## src/design/xbar_settings.svh

```systemverilog
`ifndef XBAR_SETTINGS_SVH
`define XBAR_SETTINGS_SVH

// Port counts
`define XBAR_N_INIT 2
`define XBAR_N_TARG 4

// Channel widths
`define XBAR_ADDR_W 32
`define XBAR_DATA_W 32
`define XBAR_STRB_W (`XBAR_DATA_W / 8)
`define XBAR_ID_W 4
`define XBAR_SEL_W 1
`define XBAR_TID_W (`XBAR_SEL_W + `XBAR_ID_W)

// Default memory map, one window per target
`define XBAR_MAP_BASE 32'h0000_0000
`define XBAR_MAP_SIZE 32'h0000_1000

`endif
```

## src/design/xbar_pkg.sv

```systemverilog
`include "xbar_settings.svh"

package xbar_pkg;

  typedef logic [`XBAR_SEL_W-1:0]  sel_t;
  typedef logic [`XBAR_ID_W-1:0]   iid_t;
  typedef logic [`XBAR_TID_W-1:0]  tid_t;
  typedef logic [`XBAR_ADDR_W-1:0] addr_t;
  typedef logic [`XBAR_DATA_W-1:0] data_t;
  typedef logic [`XBAR_STRB_W-1:0] strb_t;

  typedef enum logic [1:0] {
    RESP_OKAY   = 2'b00,
    RESP_DECERR = 2'b11
  } resp_e;

  typedef enum logic [1:0] {
    ERR_IDLE,
    ERR_WDATA,
    ERR_BRESP,
    ERR_RRESP
  } err_state_e;

  typedef enum logic {
    WR_IDLE,
    WR_DATA
  } wr_state_e;

  // Address request, shared by AW and AR
  typedef struct packed {
    iid_t  id;
    addr_t addr;
  } iaddr_t;

  // Target side carries the initiator index in the top ID bits
  typedef struct packed {
    tid_t  id;
    addr_t addr;
  } taddr_t;

  typedef struct packed {
    data_t data;
    strb_t strb;
  } wbeat_t;

  typedef struct packed {
    iid_t  id;
    resp_e resp;
  } ib_t;

  typedef struct packed {
    tid_t  id;
    resp_e resp;
  } tb_t;

  typedef struct packed {
    iid_t  id;
    data_t data;
    resp_e resp;
  } ir_t;

  typedef struct packed {
    tid_t  id;
    data_t data;
    resp_e resp;
  } tr_t;

endpackage

```

## src/design/xbar_top.sv

```systemverilog
`timescale 1ns/1ps
`include "xbar_settings.svh"

module xbar_top import xbar_pkg::*; (
  input  logic                      clk,
  input  logic                      rst_n,
  input  addr_t [`XBAR_N_TARG-1:0]  start_addr_i,
  input  addr_t [`XBAR_N_TARG-1:0]  end_addr_i,
  input  iaddr_t [`XBAR_N_INIT-1:0] aw_i,
  input  logic [`XBAR_N_INIT-1:0]   aw_valid_i,
  output logic [`XBAR_N_INIT-1:0]   aw_ready_o,
  input  wbeat_t [`XBAR_N_INIT-1:0] w_i,
  input  logic [`XBAR_N_INIT-1:0]   w_valid_i,
  output logic [`XBAR_N_INIT-1:0]   w_ready_o,
  input  iaddr_t [`XBAR_N_INIT-1:0] ar_i,
  input  logic [`XBAR_N_INIT-1:0]   ar_valid_i,
  output logic [`XBAR_N_INIT-1:0]   ar_ready_o,
  output ib_t [`XBAR_N_INIT-1:0]    b_o,
  output logic [`XBAR_N_INIT-1:0]   b_valid_o,
  input  logic [`XBAR_N_INIT-1:0]   b_ready_i,
  output ir_t [`XBAR_N_INIT-1:0]    r_o,
  output logic [`XBAR_N_INIT-1:0]   r_valid_o,
  input  logic [`XBAR_N_INIT-1:0]   r_ready_i,
  output taddr_t [`XBAR_N_TARG-1:0] t_aw_o,
  output logic [`XBAR_N_TARG-1:0]   t_aw_valid_o,
  input  logic [`XBAR_N_TARG-1:0]   t_aw_ready_i,
  output wbeat_t [`XBAR_N_TARG-1:0] t_w_o,
  output logic [`XBAR_N_TARG-1:0]   t_w_valid_o,
  input  logic [`XBAR_N_TARG-1:0]   t_w_ready_i,
  output taddr_t [`XBAR_N_TARG-1:0] t_ar_o,
  output logic [`XBAR_N_TARG-1:0]   t_ar_valid_o,
  input  logic [`XBAR_N_TARG-1:0]   t_ar_ready_i,
  input  tb_t [`XBAR_N_TARG-1:0]    t_b_i,
  input  logic [`XBAR_N_TARG-1:0]   t_b_valid_i,
  output logic [`XBAR_N_TARG-1:0]   t_b_ready_o,
  input  tr_t [`XBAR_N_TARG-1:0]    t_r_i,
  input  logic [`XBAR_N_TARG-1:0]   t_r_valid_i,
  output logic [`XBAR_N_TARG-1:0]   t_r_ready_o
);

  // Initiator-major on the port side, target-major on the arbiter side
  iaddr_t [`XBAR_N_INIT-1:0]                   ip_aw;
  iaddr_t [`XBAR_N_INIT-1:0]                   ip_ar;
  wbeat_t [`XBAR_N_INIT-1:0]                   ip_w;
  logic [`XBAR_N_INIT-1:0][`XBAR_N_TARG-1:0]   ip_aw_valid, ip_aw_ready;
  logic [`XBAR_N_INIT-1:0][`XBAR_N_TARG-1:0]   ip_w_valid, ip_w_ready;
  logic [`XBAR_N_INIT-1:0][`XBAR_N_TARG-1:0]   ip_ar_valid, ip_ar_ready;
  logic [`XBAR_N_TARG-1:0][`XBAR_N_INIT-1:0]   ta_aw_valid, ta_aw_ready;
  logic [`XBAR_N_TARG-1:0][`XBAR_N_INIT-1:0]   ta_w_valid, ta_w_ready;
  logic [`XBAR_N_TARG-1:0][`XBAR_N_INIT-1:0]   ta_ar_valid, ta_ar_ready;
  logic [`XBAR_N_INIT-1:0][`XBAR_N_TARG-1:0]   rt_b_ready, rt_r_ready;
  logic [`XBAR_N_TARG-1:0][`XBAR_N_INIT-1:0]   tb_ready_t, tr_ready_t;
  ib_t [`XBAR_N_INIT-1:0]                      err_b;
  ir_t [`XBAR_N_INIT-1:0]                      err_r;
  logic [`XBAR_N_INIT-1:0]                     err_b_valid, err_b_ready;
  logic [`XBAR_N_INIT-1:0]                     err_r_valid, err_r_ready;

  for (genvar i = 0; i < `XBAR_N_INIT; i++)
  begin : xpose_g
    for (genvar k = 0; k < `XBAR_N_TARG; k++)
    begin : targ_g
      assign ta_aw_valid[k][i] = ip_aw_valid[i][k];
      assign ip_aw_ready[i][k] = ta_aw_ready[k][i];
      assign ta_w_valid[k][i]  = ip_w_valid[i][k];
      assign ip_w_ready[i][k]  = ta_w_ready[k][i];
      assign ta_ar_valid[k][i] = ip_ar_valid[i][k];
      assign ip_ar_ready[i][k] = ta_ar_ready[k][i];
      assign tb_ready_t[k][i]  = rt_b_ready[i][k];
      assign tr_ready_t[k][i]  = rt_r_ready[i][k];
    end
  end

  // Only the router that owns the ID prefix raises a target ready
  for (genvar k = 0; k < `XBAR_N_TARG; k++)
  begin : ready_or_g
    assign t_b_ready_o[k] = |tb_ready_t[k];
    assign t_r_ready_o[k] = |tr_ready_t[k];
  end

  for (genvar i = 0; i < `XBAR_N_INIT; i++)
  begin : init_port_g
    init_port init_port_i (
      .clk          (clk),             .rst_n         (rst_n),
      .start_addr_i (start_addr_i),    .end_addr_i    (end_addr_i),
      .aw_i         (aw_i[i]),         .aw_valid_i    (aw_valid_i[i]),
      .aw_ready_o   (aw_ready_o[i]),   .w_i           (w_i[i]),
      .w_valid_i    (w_valid_i[i]),    .w_ready_o     (w_ready_o[i]),
      .ar_i         (ar_i[i]),         .ar_valid_i    (ar_valid_i[i]),
      .ar_ready_o   (ar_ready_o[i]),   .t_aw_o        (ip_aw[i]),
      .t_aw_valid_o (ip_aw_valid[i]),  .t_aw_ready_i  (ip_aw_ready[i]),
      .t_w_o        (ip_w[i]),         .t_w_valid_o   (ip_w_valid[i]),
      .t_w_ready_i  (ip_w_ready[i]),   .t_ar_o        (ip_ar[i]),
      .t_ar_valid_o (ip_ar_valid[i]),  .t_ar_ready_i  (ip_ar_ready[i]),
      .err_b_o      (err_b[i]),        .err_b_valid_o (err_b_valid[i]),
      .err_b_ready_i(err_b_ready[i]),  .err_r_o       (err_r[i]),
      .err_r_valid_o(err_r_valid[i]),  .err_r_ready_i (err_r_ready[i])
    );
  end

  for (genvar k = 0; k < `XBAR_N_TARG; k++)
  begin : target_arbiter_g
    target_arbiter target_arbiter_i (
      .clk          (clk),             .rst_n         (rst_n),
      .aw_i         (ip_aw),           .aw_valid_i    (ta_aw_valid[k]),
      .aw_ready_o   (ta_aw_ready[k]),  .w_i           (ip_w),
      .w_valid_i    (ta_w_valid[k]),   .w_ready_o     (ta_w_ready[k]),
      .ar_i         (ip_ar),           .ar_valid_i    (ta_ar_valid[k]),
      .ar_ready_o   (ta_ar_ready[k]),  .t_aw_o        (t_aw_o[k]),
      .t_aw_valid_o (t_aw_valid_o[k]), .t_aw_ready_i  (t_aw_ready_i[k]),
      .t_w_o        (t_w_o[k]),        .t_w_valid_o   (t_w_valid_o[k]),
      .t_w_ready_i  (t_w_ready_i[k]),  .t_ar_o        (t_ar_o[k]),
      .t_ar_valid_o (t_ar_valid_o[k]), .t_ar_ready_i  (t_ar_ready_i[k])
    );
  end

  for (genvar i = 0; i < `XBAR_N_INIT; i++)
  begin : resp_router_g
    resp_router #(.PORT_IDX(i)) resp_router_i (
      .clk          (clk),             .rst_n         (rst_n),
      .t_b_i        (t_b_i),           .t_b_valid_i   (t_b_valid_i),
      .t_b_ready_o  (rt_b_ready[i]),   .t_r_i         (t_r_i),
      .t_r_valid_i  (t_r_valid_i),     .t_r_ready_o   (rt_r_ready[i]),
      .err_b_i      (err_b[i]),        .err_b_valid_i (err_b_valid[i]),
      .err_b_ready_o(err_b_ready[i]),  .err_r_i       (err_r[i]),
      .err_r_valid_i(err_r_valid[i]),  .err_r_ready_o (err_r_ready[i]),
      .b_o          (b_o[i]),          .b_valid_o     (b_valid_o[i]),
      .b_ready_i    (b_ready_i[i]),    .r_o           (r_o[i]),
      .r_valid_o    (r_valid_o[i]),    .r_ready_i     (r_ready_i[i])
    );
  end

endmodule

```

## src/design/resp_router.sv

```systemverilog
`timescale 1ns/1ps
`include "xbar_settings.svh"

module resp_router import xbar_pkg::*; #(
  parameter int PORT_IDX = 0
) (
  input  logic                      clk,
  input  logic                      rst_n,
  input  tb_t [`XBAR_N_TARG-1:0]    t_b_i,
  input  logic [`XBAR_N_TARG-1:0]   t_b_valid_i,
  output logic [`XBAR_N_TARG-1:0]   t_b_ready_o,
  input  tr_t [`XBAR_N_TARG-1:0]    t_r_i,
  input  logic [`XBAR_N_TARG-1:0]   t_r_valid_i,
  output logic [`XBAR_N_TARG-1:0]   t_r_ready_o,
  input  ib_t                       err_b_i,
  input  logic                      err_b_valid_i,
  output logic                      err_b_ready_o,
  input  ir_t                       err_r_i,
  input  logic                      err_r_valid_i,
  output logic                      err_r_ready_o,
  output ib_t                       b_o,
  output logic                      b_valid_o,
  input  logic                      b_ready_i,
  output ir_t                       r_o,
  output logic                      r_valid_o,
  input  logic                      r_ready_i
);

  // Targets first, the error responder is the last source
  localparam int   N_SRC  = `XBAR_N_TARG + 1;
  localparam int   SRC_W  = $clog2(N_SRC);
  localparam sel_t PREFIX = sel_t'(PORT_IDX);

  typedef logic [SRC_W-1:0] src_t;

  logic [N_SRC-1:0] b_req;
  logic [N_SRC-1:0] r_req;
  logic [N_SRC-1:0] b_grant;
  logic [N_SRC-1:0] r_grant;
  src_t             b_sel;
  src_t             r_sel;
  src_t             b_sel_q;
  src_t             r_sel_q;
  src_t             b_ptr;
  src_t             r_ptr;
  logic             b_lock;
  logic             r_lock;

  function automatic src_t rr_pick(input logic [N_SRC-1:0] req, input src_t ptr);
    src_t pick;
    int   idx;
    pick = ptr;
    for (int off = N_SRC - 1; off >= 0; off--)
    begin
      idx = (int'(ptr) + off) % N_SRC;
      if (req[idx])
        pick = src_t'(idx);
    end
    return pick;
  endfunction

  always_comb
  begin
    for (int k = 0; k < `XBAR_N_TARG; k++)
    begin
      b_req[k] = t_b_valid_i[k] && (t_b_i[k].id[`XBAR_TID_W-1 -: `XBAR_SEL_W] == PREFIX);
      r_req[k] = t_r_valid_i[k] && (t_r_i[k].id[`XBAR_TID_W-1 -: `XBAR_SEL_W] == PREFIX);
    end
    b_req[N_SRC-1] = err_b_valid_i;
    r_req[N_SRC-1] = err_r_valid_i;
  end

  // A presented response keeps its source until it transfers
  assign b_sel = b_lock ? b_sel_q : rr_pick(b_req, b_ptr);
  assign r_sel = r_lock ? r_sel_q : rr_pick(r_req, r_ptr);

  always_comb
  begin
    b_o = err_b_i;
    r_o = err_r_i;
    if (int'(b_sel) < `XBAR_N_TARG)
      b_o = '{id: t_b_i[b_sel].id[`XBAR_ID_W-1:0], resp: t_b_i[b_sel].resp};
    if (int'(r_sel) < `XBAR_N_TARG)
      r_o = '{id: t_r_i[r_sel].id[`XBAR_ID_W-1:0], data: t_r_i[r_sel].data,
              resp: t_r_i[r_sel].resp};
    b_valid_o = b_req[b_sel];
    r_valid_o = r_req[r_sel];
    for (int s = 0; s < N_SRC; s++)
    begin
      b_grant[s] = b_ready_i && b_req[s] && (b_sel == src_t'(s));
      r_grant[s] = r_ready_i && r_req[s] && (r_sel == src_t'(s));
    end
  end

  assign t_b_ready_o   = b_grant[`XBAR_N_TARG-1:0];
  assign t_r_ready_o   = r_grant[`XBAR_N_TARG-1:0];
  assign err_b_ready_o = b_grant[N_SRC-1];
  assign err_r_ready_o = r_grant[N_SRC-1];

  always_ff @(posedge clk)
  begin
    if (!rst_n)
    begin
      b_lock <= 1'b0;
      r_lock <= 1'b0;
      b_ptr  <= '0;
      r_ptr  <= '0;
    end
    else
    begin
      b_lock <= b_valid_o && !b_ready_i;
      r_lock <= r_valid_o && !r_ready_i;
      if (b_valid_o && b_ready_i)
        b_ptr <= src_t'((int'(b_sel) + 1) % N_SRC);
      if (r_valid_o && r_ready_i)
        r_ptr <= src_t'((int'(r_sel) + 1) % N_SRC);
    end
  end

  always_ff @(posedge clk)
  begin
    b_sel_q <= b_sel;
    r_sel_q <= r_sel;
  end

endmodule

```

## src/design/target_arbiter.sv

```systemverilog
`timescale 1ns/1ps
`include "xbar_settings.svh"

module target_arbiter import xbar_pkg::*; (
  input  logic                       clk,
  input  logic                       rst_n,
  input  iaddr_t [`XBAR_N_INIT-1:0]  aw_i,
  input  logic [`XBAR_N_INIT-1:0]    aw_valid_i,
  output logic [`XBAR_N_INIT-1:0]    aw_ready_o,
  input  wbeat_t [`XBAR_N_INIT-1:0]  w_i,
  input  logic [`XBAR_N_INIT-1:0]    w_valid_i,
  output logic [`XBAR_N_INIT-1:0]    w_ready_o,
  input  iaddr_t [`XBAR_N_INIT-1:0]  ar_i,
  input  logic [`XBAR_N_INIT-1:0]    ar_valid_i,
  output logic [`XBAR_N_INIT-1:0]    ar_ready_o,
  output taddr_t                     t_aw_o,
  output logic                       t_aw_valid_o,
  input  logic                       t_aw_ready_i,
  output wbeat_t                     t_w_o,
  output logic                       t_w_valid_o,
  input  logic                       t_w_ready_i,
  output taddr_t                     t_ar_o,
  output logic                       t_ar_valid_o,
  input  logic                       t_ar_ready_i
);

  wr_state_e wr_state;
  sel_t      aw_ptr;
  sel_t      ar_ptr;
  sel_t      aw_win;
  sel_t      ar_win;
  sel_t      w_owner;
  logic      aw_take;
  logic      ar_take;

  // First requester at or after the pointer
  function automatic sel_t rr_pick(input logic [`XBAR_N_INIT-1:0] req, input sel_t ptr);
    sel_t pick;
    int   idx;
    pick = ptr;
    for (int off = `XBAR_N_INIT - 1; off >= 0; off--)
    begin
      idx = (int'(ptr) + off) % `XBAR_N_INIT;
      if (req[idx])
        pick = sel_t'(idx);
    end
    return pick;
  endfunction

  function automatic sel_t rr_next(input sel_t win);
    return sel_t'((int'(win) + 1) % `XBAR_N_INIT);
  endfunction

  assign aw_win = rr_pick(aw_valid_i, aw_ptr);
  assign ar_win = rr_pick(ar_valid_i, ar_ptr);

  // A new AW waits for the previous W and for the output register to drain
  assign aw_take = |aw_valid_i && !t_aw_valid_o && (wr_state == WR_IDLE);
  assign ar_take = |ar_valid_i && !t_ar_valid_o;

  always_comb
  begin
    aw_ready_o          = '0;
    ar_ready_o          = '0;
    w_ready_o           = '0;
    aw_ready_o[aw_win]  = aw_take;
    ar_ready_o[ar_win]  = ar_take;
    w_ready_o[w_owner]  = (wr_state == WR_DATA) && t_w_ready_i;
  end

  assign t_w_o       = w_i[w_owner];
  assign t_w_valid_o = (wr_state == WR_DATA) && w_valid_i[w_owner];

  always_ff @(posedge clk)
  begin
    if (!rst_n)
    begin
      t_aw_valid_o <= 1'b0;
      t_ar_valid_o <= 1'b0;
      wr_state     <= WR_IDLE;
      w_owner      <= '0;
      aw_ptr       <= '0;
      ar_ptr       <= '0;
    end
    else
    begin
      if (aw_take)
      begin
        t_aw_valid_o <= 1'b1;
        wr_state     <= WR_DATA;
        w_owner      <= aw_win;
        aw_ptr       <= rr_next(aw_win);
      end
      else if (t_aw_ready_i)
      begin
        t_aw_valid_o <= 1'b0;
      end

      if (ar_take)
      begin
        t_ar_valid_o <= 1'b1;
        ar_ptr       <= rr_next(ar_win);
      end
      else if (t_ar_ready_i)
      begin
        t_ar_valid_o <= 1'b0;
      end

      if (t_w_valid_o && t_w_ready_i)
        wr_state <= WR_IDLE;
    end
  end

  // Initiator index goes on top of the ID
  always_ff @(posedge clk)
  begin
    if (aw_take)
      t_aw_o <= '{id: {aw_win, aw_i[aw_win].id}, addr: aw_i[aw_win].addr};
    if (ar_take)
      t_ar_o <= '{id: {ar_win, ar_i[ar_win].id}, addr: ar_i[ar_win].addr};
  end

endmodule

```

## src/design/init_port.sv

```systemverilog
`timescale 1ns/1ps
`include "xbar_settings.svh"

module init_port import xbar_pkg::*; (
  input  logic                      clk,
  input  logic                      rst_n,
  input  addr_t [`XBAR_N_TARG-1:0]  start_addr_i,
  input  addr_t [`XBAR_N_TARG-1:0]  end_addr_i,
  input  iaddr_t                    aw_i,
  input  logic                      aw_valid_i,
  output logic                      aw_ready_o,
  input  wbeat_t                    w_i,
  input  logic                      w_valid_i,
  output logic                      w_ready_o,
  input  iaddr_t                    ar_i,
  input  logic                      ar_valid_i,
  output logic                      ar_ready_o,
  output iaddr_t                    t_aw_o,
  output logic [`XBAR_N_TARG-1:0]   t_aw_valid_o,
  input  logic [`XBAR_N_TARG-1:0]   t_aw_ready_i,
  output wbeat_t                    t_w_o,
  output logic [`XBAR_N_TARG-1:0]   t_w_valid_o,
  input  logic [`XBAR_N_TARG-1:0]   t_w_ready_i,
  output iaddr_t                    t_ar_o,
  output logic [`XBAR_N_TARG-1:0]   t_ar_valid_o,
  input  logic [`XBAR_N_TARG-1:0]   t_ar_ready_i,
  output ib_t                       err_b_o,
  output logic                      err_b_valid_o,
  input  logic                      err_b_ready_i,
  output ir_t                       err_r_o,
  output logic                      err_r_valid_o,
  input  logic                      err_r_ready_i
);

  err_state_e              err_state;
  iid_t                    err_id_q;
  logic [`XBAR_N_TARG-1:0] aw_hit;
  logic [`XBAR_N_TARG-1:0] ar_hit;
  logic [`XBAR_N_TARG-1:0] w_hit_q;
  logic                    aw_miss;
  logic                    ar_miss;
  logic                    w_pend;
  logic                    err_idle;
  logic                    err_aw_take;
  logic                    err_ar_take;

  // One-hot hit vector, end address inclusive, lowest index wins on overlap
  function automatic logic [`XBAR_N_TARG-1:0] decode(
    input addr_t                   addr,
    input addr_t [`XBAR_N_TARG-1:0] lo,
    input addr_t [`XBAR_N_TARG-1:0] hi
  );
    logic [`XBAR_N_TARG-1:0] hit;
    hit = '0;
    for (int k = `XBAR_N_TARG - 1; k >= 0; k--)
    begin
      if (addr >= lo[k] && addr <= hi[k])
      begin
        hit    = '0;
        hit[k] = 1'b1;
      end
    end
    return hit;
  endfunction

  always_comb
  begin
    aw_hit = decode(aw_i.addr, start_addr_i, end_addr_i);
    ar_hit = decode(ar_i.addr, start_addr_i, end_addr_i);
  end

  assign aw_miss  = ~|aw_hit;
  assign ar_miss  = ~|ar_hit;
  assign err_idle = (err_state == ERR_IDLE);

  // Data phase runs from the AW handshake to the W handshake
  assign w_pend      = |w_hit_q || (err_state == ERR_WDATA);
  assign err_aw_take = err_idle && aw_valid_i && aw_miss && !w_pend;
  assign err_ar_take = err_idle && ar_valid_i && ar_miss && !err_aw_take;

  assign t_aw_o       = aw_i;
  assign t_aw_valid_o = aw_hit & {`XBAR_N_TARG{aw_valid_i && !w_pend}};
  assign aw_ready_o   = !w_pend && (aw_miss ? err_idle : |(aw_hit & t_aw_ready_i));

  // W follows the target that took the last AW
  assign t_w_o       = w_i;
  assign t_w_valid_o = w_hit_q & {`XBAR_N_TARG{w_valid_i}};
  assign w_ready_o   = (err_state == ERR_WDATA) || |(w_hit_q & t_w_ready_i);

  assign t_ar_o       = ar_i;
  assign t_ar_valid_o = ar_hit & {`XBAR_N_TARG{ar_valid_i}};
  assign ar_ready_o   = ar_miss ? (err_idle && !err_aw_take) : |(ar_hit & t_ar_ready_i);

  assign err_b_o       = '{id: err_id_q, resp: RESP_DECERR};
  assign err_r_o       = '{id: err_id_q, data: '0, resp: RESP_DECERR};
  assign err_b_valid_o = (err_state == ERR_BRESP);
  assign err_r_valid_o = (err_state == ERR_RRESP);

  always_ff @(posedge clk)
  begin
    if (!rst_n)
    begin
      err_state <= ERR_IDLE;
      w_hit_q   <= '0;
    end
    else
    begin
      if (aw_valid_i && aw_ready_o)
        w_hit_q <= aw_hit;
      else if (w_valid_i && w_ready_o)
        w_hit_q <= '0;

      case (err_state)
        ERR_IDLE:
          if (err_aw_take)
            err_state <= ERR_WDATA;
          else if (err_ar_take)
            err_state <= ERR_RRESP;
        ERR_WDATA:
          if (w_valid_i)
            err_state <= ERR_BRESP;
        ERR_BRESP:
          if (err_b_ready_i)
            err_state <= ERR_IDLE;
        ERR_RRESP:
          if (err_r_ready_i)
            err_state <= ERR_IDLE;
        default:
          err_state <= ERR_IDLE;
      endcase
    end
  end

  always_ff @(posedge clk)
  begin
    if (err_aw_take)
      err_id_q <= aw_i.id;
    else if (err_ar_take)
      err_id_q <= ar_i.id;
  end

endmodule

```

## config.mk

```make
export PLATFORM = sky130hd
export DESIGN_NAME = xbar_top
export DESIGN_NICKNAME = d
export VERILOG_FILES = /design/src/design/xbar_pkg.sv /design/src/design/xbar_top.sv /design/src/design/resp_router.sv /design/src/design/target_arbiter.sv /design/src/design/init_port.sv
export VERILOG_INCLUDE_DIRS = /design/src /design/src/design
export SDC_FILE = /design/constraint.sdc
export NUM_CORES = 2
export LEC_CHECK = 0
export BUFFER_PORTS_ARGS = -buffer_cell sky130_fd_sc_hd__buf_2
export CAP_MARGIN = 40
export CORE_AREA = 2 2 479 481
export CTS_CLUSTER_DIAMETER = 40
export DETAILED_ROUTE_END_ITERATION = 8
export DIE_AREA = 0 0 481 483
export PLACE_DENSITY_LB_ADDON = 0.15
export SYNTH_ARGS = -nofsm -noshare
export SYNTH_HDL_FRONTEND = slang
export SYNTH_HIERARCHICAL = 1
export SYNTH_SLANG_ARGS = --single-unit
```

## constraint.sdc

```tcl
create_clock -name clk -period 8.35 [get_ports clk]
set_input_delay 0.4175 -clock clk [delete_from_list [all_inputs] [get_ports clk]]
set_output_delay 0.4175 -clock clk [all_outputs]
set_load 0.005 [all_outputs]
```

---- Word-level counts from Yosys, hierarchy flattened ----
Cells that the tools add are included.
word-level totals
  register bits after elaboration ......... 368
  bits of input ports ..................... 688
  output and inout port bits .............. 558
  word-level logic and storage cells ...... 783
cells by class
  add/subtract/negate cells ............... 36
  div/mod/pow operators ................... 24
  magnitude comparators ................... 104
  equal/unequal tests ..................... 30
  mux-type cells .......................... 272
  bitwise logic cells ..................... 45
  reduce and logical (&&, ||, !) cells .... 214
operator list
  cell                                                    number
  two-way mux 36 bit                                      24
  < comparator 32 x 5 -> 1 bit, second input constant     20
  remainder unit 32 x 4 -> 32 bit, second input constant  20
  >= comparator 32 bit                                    16
  <= comparator 32 bit                                    16
  binary-select mux 39 bit (select 2 bit)                 2
  two-way mux 38 bit                                      4
  two-way mux 1 bit                                       140
  logical AND 1 bit                                       138
  remainder unit 4 x 4 -> 32 bit, second input constant   4
  two-way mux 4 bit                                       24
  binary-select mux 1 bit (select 3 bit)                  24
  two-way mux 3 bit                                       24
  AND 4 bit                                               12
  OR reduction 4 bit                                      12
  < comparator 1 x 2 -> 1 bit, second input constant      20
  OR reduction 2 bit                                      20
  adder 3 x 1 -> 4 bit, second input constant             8
  adder 3 x 2 -> 4 bit, second input constant             8
  binary-select mux 7 bit (select 2 bit)                  2
  AND 2 bit                                               12
  == test 3 x 2 -> 1 bit, second input constant           8
  < comparator 2 x 3 -> 1 bit, second input constant      8
  < comparator 3 bit, second input constant               8
  22 further kinds                                        151

---- Logic depth before layout (Yosys ltp) ----
  word-level depth ........................ 23
  gate-level depth with buffers ........... 33
  gate-level depth less buffers ........... 29

---- By module ----
The synthesis kept the hierarchy.
by module, submodules not included
  module                                         times used  cells an instance  area an instance (um^2)  seq. area each (um^2)
  init_port                                      2           1764               13731.9                  240.2
  target_arbiter                                 4           234                4085.2                   2342.2
  resp_router at resp_router_g[0].resp_router_i  1           932                6527.5                   280.3
  resp_router at resp_router_g[1].resp_router_i  1           850                6423.7                   280.3
  xbar_top                                       1           8                  50.0                     0.0

---- Least setup slack after synthesis ----
OpenSTA, ideal clock, no wires.
  path type ............................... reg2reg
  start ................................... register resp_router_g[0].resp_router_i.r_ptr[0]
  end ..................................... register resp_router_g[0].resp_router_i.r_ptr[0]
  setup time .............................. 0.134 ns
  arrival time ............................ 6.264 ns
  required time ........................... 8.216 ns
  setup slack ............................. 1.952 ns
  stages on the path, launching flop included .. 32
  path buffers ............................ 8
  period minus slack after synthesis ...... 6.398 ns
  path through ............................ dfxtp_1 > buf_2 > buf_2 > buf_2 > inv_1 > ha_1 > inv_1 > ha_1 > clkbuf_1 > nor2_1 > nor3_1 > a21oi_1 > ha_1 > nand2b_1 > nand2_1 > mux2_2 > o221a_2 > o311a_1 > a2111oi_0 > o211ai_1 > a22o_1 > buf_2 > buf_1 > clkbuf_1 > ha_1 > clkbuf_1 > nand2_1 > ha_1 > or3b_2 > nand2_1 > and3_1 > o32ai_1
on the way
  cells in the longest elaborated chain, start to end .. 14
  elaborated cells on any way between the ends .. 35
  classes of those cells .................. add/sub: 5; div: 6; mux: 23; reduce/logical: 1
ends and longest elaborated chain
  item                                                                     line                text
  start: declaration                                                       resp_router.sv:45   src_t r_ptr;
  start signal: assignment                                                 resp_router.sv:116  r_ptr <= src_t'((int'(r_sel) + 1) % N_SRC);
  adder 3 x 3 -> 4 bit                                                     resp_router.sv:55   idx = (int'(ptr) + off) % N_SRC;
  remainder unit 32 x 4 -> 32 bit                                          resp_router.sv:55
  binary-select mux 1 bit (select 3 bit)                                   resp_router.sv:56   if (req[idx])
  two-way mux 1 bit (not written as such) (2 in series)                    resp_router.sv:56
  two-way mux 3 bit (4 in series)                                          resp_router.sv:56
  two-way mux 3 bit *                                                      resp_router.sv:56
  two-way mux 3 bit *                                                      resp_router.sv:75   assign r_sel = r_lock ? r_sel_q : rr_pick(r_req, r_ptr);
  branches (longest 3 deep; another with remainder unit 32 x 4 -> 32 bit)  --
Every way passes the cells marked *. The select of a mux whose other input is x is not followed.
A chain may end at the register's enable or synchronous reset.

==> qor.yml <==
run_status:
  status: "finished, final reports clean"
drt:
  vias: 53900
  postRouteWirelength_um: 314000
  antenna_left: 0
  drt_iter0_drc: 3477
  via_per_inst: 5.16
  drt-pass1-iter-count: 6
  wire_per_inst_um: 30.0
  route.detailed.drc: 0
place:
  hpwlAfterDp_um: 259000
  placed_cells: 10200
  gp_congestion: 0.963
  io_buffers: 1245
final_layout:
  final.fill_count: 24300
  area_delta_synth_final_pct: 19.7
  final_cells: 10500
  layout.nets: 9135
  drive_above_1_share: 0.289
timing:
  final-setup-viol-count: 0
  max-slew-margin-rel: 0.386
  rsz0062_at_grt: "no"
  hold_violations: 0
  fin_worst_skew_ns: 0.0337
  tightest_slew_ns: 0.919
  maxSlewViolCount: 0
  tns_ns: 0
  max_clock_freq_mhz: 137
  period_minus_slack_ns: 7.32
  period_share: 0.877
pwr:
  power_density_nw_per_um2: 271
  vdd_drop_max_v: 0.000612
  power.leakage_nw: 32.8
flow_run:
  maxCapViolCount: 0
global_route:
  antenna_found_initial: 171
  grt_max_degree: 82
  grt_usage: 0.259
  grt_pass1_wl_um: 425000
  grt_overflow_total: 0
  first_global_vias: 52200
cts:
  cts_resized: 0
  cts_hold_buffers: 10
  htreeDepth: 3
  cts_sinks: 368
  cts_tree: "built"
  cts-buffers-inserted: 88
  cts_buffer_depth: 3
  clockRootBuffer: "clkbuf_16"
  cts_setup_buffers: 0
  path_clk_slew_ns: 0.05
  clock_latency_ns: 0.73
die:
  dieHeight_um: 483
  ios: 1246
  core_area_um2: 227000
  fp.dieArea_um2: 232000
  rows: 175
  fp.dieW_um: 481
  floorplan.initialDensity: 0.250
yosys:
  post-synth-top-count-cell: "ha_1"
  ys_async_sr_fraction: 0
  synthTopCellsByArea: "ha_1 (25%), edfxtp_1 (16%), mux2_2 (5.9%)"
  synth.top_cells.by_count: "ha_1 (1132), inv_1 (608), a21oi_1 (425)"
  synth_edf_count: 304
  synthesis.area_um2: 56800
  yosysTopAreaCell: "ha_1"
  synth_top_area_share: 0.249
  yosys_warnings: 6
  ys.flop_type: "edfxtp_1"
  ys_seq_area_frac: 0.183
  avgSynthCellArea_um2: 9.08
  syn_inst: 6254
  synth_seq_cells: 368
  yosysUniqueCellTypes: 121
worst_setup_path:
  cp-startpoint: "resp_router_g[1].resp_router_i/r_ptr[1]"
  worst-endpoint-arrival_ns: 6.90
  worstPathRequired_ns: 7.93
  cp-start-kind: "flop"
  crit_type: "reg2out"
  cp_max_fo: 27
  crit_path_end_kind: "output pin"
  r2r-start: "resp_router_g[0].resp_router_i/b_ptr[0]"
min_path:
  min_from: "t_w_ready_i[1]"
  hold_class: "in2reg"
## final timing paths
check                                                                      to  slack (ns)  cells after the start
worst max-delay path                                                  r_o[61]        1.03                     24
worst min-delay path            target_arbiter_g[1].target_arbiter_i/wr_state        0.07                      3
worst max register to register        resp_router_g[0].resp_router_i/b_ptr[1]        1.62                     25
worst min register to register          init_port_g[0].init_port_i/w_hit_q[2]        0.48                      2
## report_power, final
part / total, W / switching (W) / internal, W
Clock: 0.00358 / 0.00129 / 0.00230
Combinational: 0.0124 / 0.00720 / 0.00521
Sequential: 0.00245 / 0.000151 / 0.00230
Total: 0.0185 / 0.00864 / 0.00981
## metrics by stage
step	area [um2]	total power, W	utilization	hold WS, ns	setup slack [ns]
floorplan	57100	0.0109	-	0.442	1.95
global placement	64600	0.0147	0.285	0.476	1.89
detailed placement	64800	0.0148	0.286	0.481	1.75
CTS	67900	0.0185	0.299	0.00665	0.978
global route	67900	0.0197	0.300	0.0297	0.490
finish	68000	0.0185	0.300	0.0695	1.03
## registers in the layout, summed over array words and instances (netlist names), 6 cells and up
name,flops
init_port_g.init_port_i/w_hit_q,8
resp_router_g.resp_router_i/r_ptr,6
resp_router_g.resp_router_i/r_sel_q,6
resp_router_g.resp_router_i/b_ptr,6
target_arbiter_g.target_arbiter_i/t_aw_o,148
resp_router_g.resp_router_i/b_sel_q,6
init_port_g.init_port_i/err_id_q,8
target_arbiter_g.target_arbiter_i/t_ar_o,148
## cell usage in the layout, fill, tap and decap left out, types with 112 or more instances in the layout
| master | n |
|---|---|
| buf_2 | 1248 |
| ha_1 | 1132 |
| nand4_1 | 197 |
| o21ai_0 | 247 |
| mux2_2 | 299 |
| nor2_1 | 188 |
| mux2_4 | 213 |
| a21o_1 | 169 |
| mux2i_1 | 182 |
| edfxtp_1 | 304 |
| nand2_1 | 415 |
| inv_1 | 608 |
| a21oi_1 | 421 |
| nand3_1 | 112 |
## critical path, cell delays in order, from the launching register on
cell	delay (ns)
dfxtp_1	0.40
inv_2	0.25
ha_1	0.29
inv_1	0.07
ha_1	0.34
inv_1	0.09
ha_1	0.21
nor3_1	0.39
nor3_1	0.18
nor2_1	0.16
inv_1	0.09
ha_1	0.22
inv_1	0.07
o21ai_0	0.07
o32a_1	0.42
mux2i_1	0.16
o221a_1	0.27
o21ai_0	0.33
o221a_1	0.32
o21ai_4	0.14
inv_2	0.56
buf_4	0.42
mux2_2	0.38
o21ai_1	0.14
buf_2	0.18
## metal layers
layer,GRT usage,vias to the layer above,routed length (um)
met5,0,-,683
met4,0.0760,106,9950
li1,-,25300,-
met3,0.0642,551,24100
met2,0.439,1971,148000
met1,0.323,26000,130000
## final cells by class
cell class / instances / area [um2] / area share
Inverter: 626 / 2350 / 0.0345
Antenna cell: 54 / 135 / 0.00199
Clock inverter: 64 / 738 / 0.0109
Timing Repair Buffer: 1355 / 7220 / 0.106
Tap cell: 3009 / 3760 / 0.0553
Clock buffer: 98 / 2270 / 0.0334
Multi-Input combinational cell: 4876 / 41100 / 0.605
Sequential cell: 368 / 10400 / 0.153
## cells by family (layout without fill, tap and decap cells)
group / count (synthesis) / in the layout / share of synthesized area
multiplexers: 725 / 725 / 0.155
XOR/XNOR: 30 / 30 / 0.00502
other: 4 / 126 / 0.000264
buffers and inverters: 1078 / 2143 / 0.0993
AO/OA/AOI/OAI: 1481 / 1481 / 0.174
adder cells (fa/ha/maj): 1140 / 1140 / 0.251
flip-flops: 368 / 368 / 0.183
AND/OR/NAND/NOR: 1428 / 1428 / 0.132
(Power assumes the default switching activity.)
